<file path="config.mk">
export PLATFORM = sky130hd
export DESIGN_NAME = cms_top
export DESIGN_NICKNAME = d
export VERILOG_FILES = /design/src/source/cms_pkg.sv /design/src/source/cms_ctrl_regs.sv /design/src/source/cms_trace_gate.sv /design/src/source/cms_stream_fifo.sv /design/src/source/cms_top.sv
export VERILOG_INCLUDE_DIRS = /design/src /design/src/source
export SDC_FILE = /design/constraint.sdc
export NUM_CORES = 1
export LEC_CHECK = 0
export BUFFER_PORTS_ARGS = -buffer_cell sky130_fd_sc_hd__buf_4
export CORE_MARGIN = 2
export CORE_UTILIZATION = 56
export DETAILED_ROUTE_END_ITERATION = 8
export PLACE_DENSITY = 0.74
export SYNTH_ARGS = -nofsm -noshare
export SYNTH_HDL_FRONTEND = slang
export SYNTH_SLANG_ARGS = --single-unit
</file>
<file path="constraint.sdc">
create_clock -name clk -period 18.39 [get_ports clk]
set_input_delay 2.7585 -clock clk [delete_from_list [all_inputs] [get_ports clk]]
set_output_delay 2.7585 -clock clk [all_outputs]
set_load 0.01 [all_outputs]
</file>
<file path="src/source/cms_config.svh">
/* widths and constants of the trace monitor
   the FIFO depth need not be a power of two, but must be at least 2 */
`ifndef CMS_CONFIG_SVH
`define CMS_CONFIG_SVH

// width of the program counter and of every address setting
`define CMS_XLEN 32

// RV32 instructions are always 32 bits wide in this monitor
`define CMS_INSTR_WIDTH 32

// cycle delta between two records; it wraps silently after 2**32 cycles
`define CMS_DELTA_WIDTH 32

// wfi encoding, used to mark the end of a program run with tlast
`define CMS_WFI_INSTR 32'h10500073

// records held while the stream sink applies back-pressure
`define CMS_FIFO_DEPTH 8

`endif

</file>
<file path="src/source/cms_pkg.sv">
/* types shared by the trace monitor blocks and the testbench
   trace_record_t is also the bit layout of m_axis_tdata */
`include "cms_config.svh"

package cms_pkg;

    // control register map, written through ctrl_addr and ctrl_wdata
    typedef enum logic [3:0] {
        TRACE_START_EN   = 4'd0,
        TRACE_END_EN     = 4'd1,
        TRACE_START_ADDR = 4'd2,
        TRACE_END_ADDR   = 4'd3,
        WINDOW_LO_EN     = 4'd4,
        WINDOW_HI_EN     = 4'd5,
        WINDOW_LO        = 4'd6,
        WINDOW_HI        = 4'd7
    } ctrl_addr_t;

    // settings currently in force, 132 bits
    typedef struct packed {
        logic                 start_en;
        logic                 end_en;
        logic                 win_lo_en;
        logic                 win_hi_en;
        logic [`CMS_XLEN-1:0] start_addr;
        logic [`CMS_XLEN-1:0] end_addr;
        logic [`CMS_XLEN-1:0] win_lo;
        logic [`CMS_XLEN-1:0] win_hi;
    } monitor_cfg_t;

    // one trace beat, instruction in the top word and pc in the bottom word
    typedef struct packed {
        logic [`CMS_INSTR_WIDTH-1:0] instr;
        logic [`CMS_DELTA_WIDTH-1:0] delta;
        logic [`CMS_XLEN-1:0]        pc;
    } trace_record_t;

    // what the FIFO stores per entry
    typedef struct packed {
        logic          last;
        trace_record_t record;
    } stream_entry_t;

endpackage

</file>
<file path="src/source/cms_ctrl_regs.sv">
/* control registers of the trace monitor
   a write is taken on the rising edge of ctrl_write_enable, so the strobe must
   drop before the next write; address and data must be stable with the strobe
   the new value and cfg_write appear two cycles after the strobe rises */
`include "cms_config.svh"

module cms_ctrl_regs
    import cms_pkg::*;
(
    input  logic                 clk,
    input  logic                 rst_n,
    input  ctrl_addr_t           ctrl_addr,
    input  logic [`CMS_XLEN-1:0] ctrl_wdata,
    input  logic                 ctrl_write_enable,
    output monitor_cfg_t         cfg,
    output logic                 cfg_write
);

    logic                 wen_q;
    logic                 wen_qq;
    ctrl_addr_t           addr_q;
    logic [`CMS_XLEN-1:0] wdata_q;
    logic                 wr_edge;

    // two flops on the strobe, the edge shows up one cycle after the rise
    always_ff @(posedge clk) begin
        if (!rst_n) begin
            wen_q  <= 1'b0;
            wen_qq <= 1'b0;
        end else begin
            wen_q  <= ctrl_write_enable;
            wen_qq <= wen_q;
        end
    end

    // address and data are captured alongside the first strobe flop
    always_ff @(posedge clk) begin
        addr_q  <= ctrl_addr;
        wdata_q <= ctrl_wdata;
    end

    assign wr_edge = wen_q & ~wen_qq;

    always_ff @(posedge clk) begin
        if (!rst_n) begin
            cfg.start_en   <= 1'b0;
            cfg.end_en     <= 1'b0;
            cfg.win_lo_en  <= 1'b0;
            cfg.win_hi_en  <= 1'b0;
            cfg.start_addr <= '0;
            cfg.end_addr   <= '1;
            cfg.win_lo     <= '0;
            cfg.win_hi     <= '1;
            cfg_write      <= 1'b0;
        end else begin
            cfg_write <= 1'b0;
            if (wr_edge) begin
                cfg_write <= 1'b1;
                case (addr_q)
                    TRACE_START_EN:   cfg.start_en   <= wdata_q[0];
                    TRACE_END_EN:     cfg.end_en     <= wdata_q[0];
                    TRACE_START_ADDR: cfg.start_addr <= wdata_q;
                    TRACE_END_ADDR:   cfg.end_addr   <= wdata_q;
                    WINDOW_LO_EN:     cfg.win_lo_en  <= wdata_q[0];
                    WINDOW_HI_EN:     cfg.win_hi_en  <= wdata_q[0];
                    WINDOW_LO:        cfg.win_lo     <= wdata_q;
                    WINDOW_HI:        cfg.win_hi     <= wdata_q;
                    // unmapped addresses change nothing and raise no pulse
                    default:          cfg_write      <= 1'b0;
                endcase
            end
        end
    end

endmodule

</file>
<file path="src/source/cms_trace_gate.sv">
/* decides which instructions become trace records
   an instruction is decided on two cycles after its pc first appears, so a pc
   held for several cycles gives one record and a stalled core's last one counts
   pc 0 is treated as "core not running" and is never recorded */
`include "cms_config.svh"

module cms_trace_gate
    import cms_pkg::*;
(
    input  logic                        clk,
    input  logic                        rst_n,
    input  logic [`CMS_XLEN-1:0]        pc,
    input  logic [`CMS_INSTR_WIDTH-1:0] instr,
    input  logic                        en,
    input  monitor_cfg_t                cfg,
    input  logic                        cfg_write,
    output logic                        push,
    output stream_entry_t               entry
);

    // pc and instruction delayed by one and by two cycles
    logic [`CMS_XLEN-1:0]        pc_d1;
    logic [`CMS_XLEN-1:0]        pc_d2;
    logic [`CMS_INSTR_WIDTH-1:0] instr_d1;
    logic [`CMS_INSTR_WIDTH-1:0] instr_d2;

    logic                        start_reached;
    logic                        end_reached;
    logic [`CMS_DELTA_WIDTH-1:0] cycle_cnt;
    logic [`CMS_DELTA_WIDTH-1:0] last_push_ts;

    logic new_instr;
    logic trigger_ok;
    logic in_window;
    logic push_now;

    always_ff @(posedge clk) begin
        if (!rst_n) begin
            pc_d1     <= '0;
            pc_d2     <= '0;
            new_instr <= 1'b0;
        end else begin
            pc_d1 <= pc;
            pc_d2 <= pc_d1;
            // travels with pc_d2 and is set when that pc differed from the one before it
            new_instr <= (pc_d1 != pc_d2) && (pc_d1 != '0);
        end
    end

    always_ff @(posedge clk) begin
        instr_d1 <= instr;
        instr_d2 <= instr_d1;
    end

    // start/end triggers look at the live pc, one cycle ahead of pc_d1,
    // so the flags are already settled when pc_d2 reaches the gate
    always_ff @(posedge clk) begin
        if (!rst_n) begin
            start_reached <= 1'b0;
            end_reached   <= 1'b0;
        end else if (!cfg_write) begin
            if (cfg.start_en && (pc == cfg.start_addr)) begin
                start_reached <= 1'b1;
                end_reached   <= 1'b0;
            end
            // an end match wins when both addresses are the same
            if (cfg.end_en && (pc == cfg.end_addr)) begin
                end_reached   <= 1'b1;
                start_reached <= 1'b0;
            end
        end
    end

    assign trigger_ok = (start_reached || !cfg.start_en) && (!end_reached || !cfg.end_en);

    assign in_window = (!cfg.win_lo_en || (pc_d2 >= cfg.win_lo)) &&
                       (!cfg.win_hi_en || (pc_d2 <= cfg.win_hi));

    assign push_now = en && new_instr && trigger_ok && in_window;

    // the delta is the free-running cycle count minus its value at the last push
    always_ff @(posedge clk) begin
        if (!rst_n) begin
            cycle_cnt    <= '0;
            last_push_ts <= '0;
            push         <= 1'b0;
        end else begin
            cycle_cnt <= cycle_cnt + 1'b1;
            push      <= push_now;
            if (push_now) begin
                last_push_ts <= cycle_cnt;
            end
        end
    end

    always_ff @(posedge clk) begin
        if (push_now) begin
            entry.last         <= (instr_d2 == `CMS_WFI_INSTR);
            entry.record.instr <= instr_d2;
            entry.record.delta <= cycle_cnt - last_push_ts;
            entry.record.pc    <= pc_d2;
        end
    end

endmodule

</file>
<file path="src/source/cms_stream_fifo.sv">
/* record FIFO with an AXI-stream master output
   there is no ready towards the writer, a push into a full FIFO is lost
   tdata and tlast hold while tvalid is high and tready is low */
`include "cms_config.svh"

module cms_stream_fifo
    import cms_pkg::*;
(
    input  logic          clk,
    input  logic          rst_n,
    input  logic          push,
    input  stream_entry_t entry,
    output logic          m_axis_tvalid,
    input  logic          m_axis_tready,
    output trace_record_t m_axis_tdata,
    output logic          m_axis_tlast
);

    localparam int DEPTH = `CMS_FIFO_DEPTH;
    localparam int AW = (DEPTH > 1) ? $clog2(DEPTH) : 1;
    localparam logic [AW:0] FULL_COUNT = (AW + 1)'(DEPTH);

    stream_entry_t mem [DEPTH];

    logic [AW-1:0] wr_ptr;
    logic [AW-1:0] rd_ptr;
    logic [AW:0]   count;
    logic          pop;
    logic          wr;

    function automatic logic [AW-1:0] next_ptr(input logic [AW-1:0] p);
        return (p == AW'(DEPTH - 1)) ? '0 : p + 1'b1;
    endfunction

    assign m_axis_tvalid = (count != '0);
    assign pop = m_axis_tvalid && m_axis_tready;
    // when full, a pop in the same cycle frees the slot being written
    assign wr = push && ((count != FULL_COUNT) || pop);

    always_ff @(posedge clk) begin
        if (!rst_n) begin
            wr_ptr <= '0;
            rd_ptr <= '0;
            count  <= '0;
        end else begin
            if (wr) begin
                wr_ptr <= next_ptr(wr_ptr);
            end
            if (pop) begin
                rd_ptr <= next_ptr(rd_ptr);
            end
            case ({wr, pop})
                2'b10:   count <= count + 1'b1;
                2'b01:   count <= count - 1'b1;
                default: count <= count;
            endcase
        end
    end

    always_ff @(posedge clk) begin
        if (wr) begin
            mem[wr_ptr] <= entry;
        end
    end

    assign m_axis_tdata = mem[rd_ptr].record;
    assign m_axis_tlast = mem[rd_ptr].last;

endmodule

</file>
<file path="src/source/cms_top.sv">
/* continuous trace monitor for a RISC-V core
   pc and instr are sampled every clock, records leave on m_axis
   a record's first beat comes at least three cycles after its pc appears
   records beyond the FIFO depth are dropped under back-pressure */
`include "cms_config.svh"

module cms_top
    import cms_pkg::*;
(
    input  logic                        clk,
    input  logic                        rst_n,
    input  logic [`CMS_XLEN-1:0]        pc,
    input  logic [`CMS_INSTR_WIDTH-1:0] instr,
    input  logic                        en,
    input  ctrl_addr_t                  ctrl_addr,
    input  logic [`CMS_XLEN-1:0]        ctrl_wdata,
    input  logic                        ctrl_write_enable,
    output logic                        m_axis_tvalid,
    input  logic                        m_axis_tready,
    output trace_record_t               m_axis_tdata,
    output logic                        m_axis_tlast
);

    monitor_cfg_t  cfg;
    logic          cfg_write;
    logic          push;
    stream_entry_t entry;

    cms_ctrl_regs ctrl_regs_i (
        .clk               (clk),
        .rst_n             (rst_n),
        .ctrl_addr         (ctrl_addr),
        .ctrl_wdata        (ctrl_wdata),
        .ctrl_write_enable (ctrl_write_enable),
        .cfg               (cfg),
        .cfg_write         (cfg_write)
    );

    cms_trace_gate trace_gate_i (
        .clk       (clk),
        .rst_n     (rst_n),
        .pc        (pc),
        .instr     (instr),
        .en        (en),
        .cfg       (cfg),
        .cfg_write (cfg_write),
        .push      (push),
        .entry     (entry)
    );

    cms_stream_fifo stream_fifo_i (
        .clk           (clk),
        .rst_n         (rst_n),
        .push          (push),
        .entry         (entry),
        .m_axis_tvalid (m_axis_tvalid),
        .m_axis_tready (m_axis_tready),
        .m_axis_tdata  (m_axis_tdata),
        .m_axis_tlast  (m_axis_tlast)
    );

endmodule

</file>
==> summary.md <==
| Metric | Value |
|---|---|
| Status | `finished, final reports clean` |
| Fin. Hold Viols | `0` |
| Fill count | `5789` |
| Worst path top cell family by delay | `buffers and inverters` |
| Internal power | `about 0.0050 W` |
| Io pins | `roughly 200` |
| Drt pass-1 iters | `5` |
| Setup TNS | `0 ns` |
| CTS tree | `yes` |
| Slowest CP cell | `dfxtp_4` |
| Final setup fails | `0` |
| Most frequent cells in the layout | `873 x edfxtp_1, 377 x dfxtp_1, 327 x nand2_1` |
| Setup CP Type | `flop to primary output` |
| Vias in the first global route | `26.67k` |
| ANT cells | `0` |
| Seq/Total Area, Yosys | `between 70% and 80%` |
| Largest stage delay on the critical path | `0.98 ns` |
| CTS sink cnt | `1253` |
| First-pass GRT wire length | `156.2 mm` |
| Die W | `between 200 and 300 µm` |
| PD cells | `~120 mW/mm²` |
| Bufs on Longest Clock Path | `3` |
| Worst Setup End Kind | `primary output` |
| Wirelength per Cell | `roughly 23 µm` |
| Crit Path Max Fanout | `56` |
| RSZ-0062 raised after global routing | `false` |
| Number of max-cap violations | `0` |
| Syn_area_per_cell | `15.97 µm²` |
| Area delta synth->final | `14.25%` |
| Worst hold slack | `between 0.3 and 0.4 ns` |
| Synth Warn # | `0` |
| Setup Skew | `0.03206 ns` |
| Slew @ Worst Pin | `1.191 ns` |
| Crit path buf inv count | `2` |
| Layout cell share with drive strength beyond 1 | `22.73%` |
| Slew HR | `20.57%` |
| Initial antenna violation count | `1` |
| Finished Cell Area | `approximately 0.055 mm²` |
| Max Freq | `153.4 MHz` |
| Grt total ovfl | `0` |
| Prevailing post-synth register cell | `edfxtp_1` |
| Routed Antenna Nets | `0` |
| Netlist cell types | `roughly 70` |
| Final HPWL DP | `62.28 mm` |
| Die footprint | `around 0.089 mm²` |
| Resized Gates After CTS | `0` |
| CP cell instances | `buf_4 -> mux4_2 -> mux2_2 -> buf_4` |
| Leakage power | `between 15 and 20 nW` |
| Post-synth EDFFs | `873` |
| Ys async rst share | `0%` |
| Vias per cell | `around 5.8` |
| Cts hold-fix bufs | `0` |
| Post-placement cell area | `0.05103 mm²` |
| P_sw | `0.001494 W` |
| CTS root buf | `clkbuf_16` |
| Cell area after synthesis | `between 0.04 and 0.05 mm²` |
| Gate power share | `approximately an eighth` |
| DRT Wirelength | `101.5 mm` |
| Via count | `approximately 26k` |
| Min Clock Period, post-route | `6.518 ns` |
| Initial Util | `56.60%` |
| DR DRC count | `0` |
| Net Sw Frac | `between 20% and 30%` |
| GRT Util Overall | `22.94%` |
| NumNets Final | `approximately 3.5k` |
| Synthesis-stage register bit count | `between 1k and 1.5k` |
| Core area | `approximately 0.085 mm²` |
| Mapped Nets | `3231` |
| Site Rows | `107` |
| Num CTS Buffers | `120` |
| Non-Filler Instances | `4509` |
| Most common cell on crit path | `buf_4` |
| Critical path launch point type | `flop` |
| Final Cycle Share | `35.44%` |
| Number of setup buffers added after CTS | `0` |
| Buffers on Ports | `slightly above 200` |
| CTS clk-pin slew, worst paths | `around 0.06 ns` |
| Seq pwr share | `48.9%` |
| Arr. time, crit path | `~3.8 ns` |
| Placed insts | `4280` |
| Die Y-Extent | `297.6 µm` |
| Worst EP required | `15.63 ns` |
| Clk pwr share | `38.4%` |
| Largest net degree at the start of global routing | `91` |
| Max VDD drop | `0.08063 mV` |
| GPL Wtd Cong | `0.8963` |
| Layout Utilization | `64.67%` |
| Hold crit path type | `flop to flop` |
| H-Tree Depth | `3` |
| Initial DRC count | `2058` |
| Pins over their slew limit | `0` |
| Commonest non-fill, non-tap cell in the layout | `edfxtp_1` |
| Syn Inst Count | `3022` |
| Clk Latency, worst-skew pair | `about 0.69 ns` |
sequential cells by signal, indices dropped and copies added (netlist names), 4 cells and up, named ones only:
signal                     cells
stream_fifo_i.mem            776
ctrl_regs_i.cfg              132
trace_gate_i.entry            97
ctrl_regs_i.wdata_q           32
trace_gate_i.cycle_cnt        32
trace_gate_i.instr_d1         32
trace_gate_i.instr_d2         32
trace_gate_i.last_push_ts     32
trace_gate_i.pc_d1            32
trace_gate_i.pc_d2            32
ctrl_regs_i.addr_q             4
stream_fifo_i.count            4
through the flow:
| stage | setup WS [ns] | power [W] |
|---|---|---|
| 2_1_floorplan | 5.440 | 0.003790 |
| 5_1_grt | 11.52 | 0.006749 |
| 4_1_cts | 11.68 | 0.006589 |
| 3_5_place_dp | 12.23 | 0.004088 |
| 3_3_place_gp | 12.27 | 0.004066 |
| 6_report | 11.87 | 0.006524 |
worst register-to-register path, delay by kind of cell, from the launching register on:
family                     cells  cell delay, ns
DFF                            1            0.48
adders and majority gates      1            0.31
buffers and inverters          1            0.89
and+or+nand+nor                1            0.10
AOI/OAI and AO/OA              6            1.54
logic make-up after synthesis:
logic type                 share of synthesized area (%)
buffers and inverters                              2.009
muxes                                              12.12
AOI/OAI and AO/OA                                  3.684
DFF                                                70.07
adders and majority gates                          2.727
and+or+nand+nor                                    6.680
xor gates and xnor gates                           2.704
power by group through the flow:
stage,clock (W),sequential (W),combinational (W)
floorplan,0,0.00319,0.000600
global placement,0,0.00324,0.000825
detailed placement,0,0.00325,0.000839
CTS,0.00255,0.00319,0.000847
global route,0.00266,0.00320,0.000892
finish,0.00251,0.00319,0.000830
area by class of cell:
cell class | instances | area [µm²] | area share, %
tap | 1144 | 1431 | 2.596
inverter | 118 | 444.2 | 0.8054
multi-input combinational | 1526 | 13530 | 24.53
clock buffer | 170 | 3422 | 6.205
timing repair buffer | 239 | 1794 | 3.253
sequential | 1253 | 33830 | 61.35
clock inverter | 59 | 691.9 | 1.255
metal layers:
layer  vias to the layer above  track usage, %  routed length [µm]
met5                         -               0                   0
met4                         0           6.325                2469
met3                       157           3.192                5420
met2                       823           38.38               50560
met1                     13200           31.77               43080
li1                      11810               -                   -
final timing paths:
path / startpoint / endpoint / slack, ns / depth (start not counted)
worst max-delay path: flop / m_axis_tdata[58] / 11.87 / 4
worst min-delay path: trace_gate_i.instr_d1[14]$_DFF_P_ / trace_gate_i.instr_d2[14]$_DFF_P_ / 0.33 / 0
worst max register to register: trace_gate_i.pc_d2[5]$_SDFF_PN0_ / trace_gate_i.entry[70]$_DFFE_PP_ / 14.65 / 9
worst min register to register: trace_gate_i.instr_d1[14]$_DFF_P_ / trace_gate_i.instr_d2[14]$_DFF_P_ / 0.33 / 0
cells in the mapped netlist, drive strengths merged, types with 5 or more instances:
library cell	number	area share [%]
nand2b	10	0.13
mux4	194	9.1
nand3	58	0.60
mux2i	39	0.81
nor2b	12	0.17
edfxtp	873	54
o21bai	5	0.078
and3	11	0.14
nand2	327	2.5
a21o	36	0.56
nor3	15	0.19
a21oi	125	1.4
nand4	49	0.64
dfxtp	380	16
nor4	21	0.29
inv	118	0.92
nor2	63	0.49
xnor2	118	2.1
xor2	31	0.56
mux2	97	2.3
ha	102	2.6
and2	73	0.95
clkbuf	98	0.76
a31oi	6	0.078
o21ai	27	0.29
or2	7	0.091
o21a	8	0.13
or3	11	0.14
buf	27	0.33
o211ai	33	0.51
(Power assumes the default switching activity.)
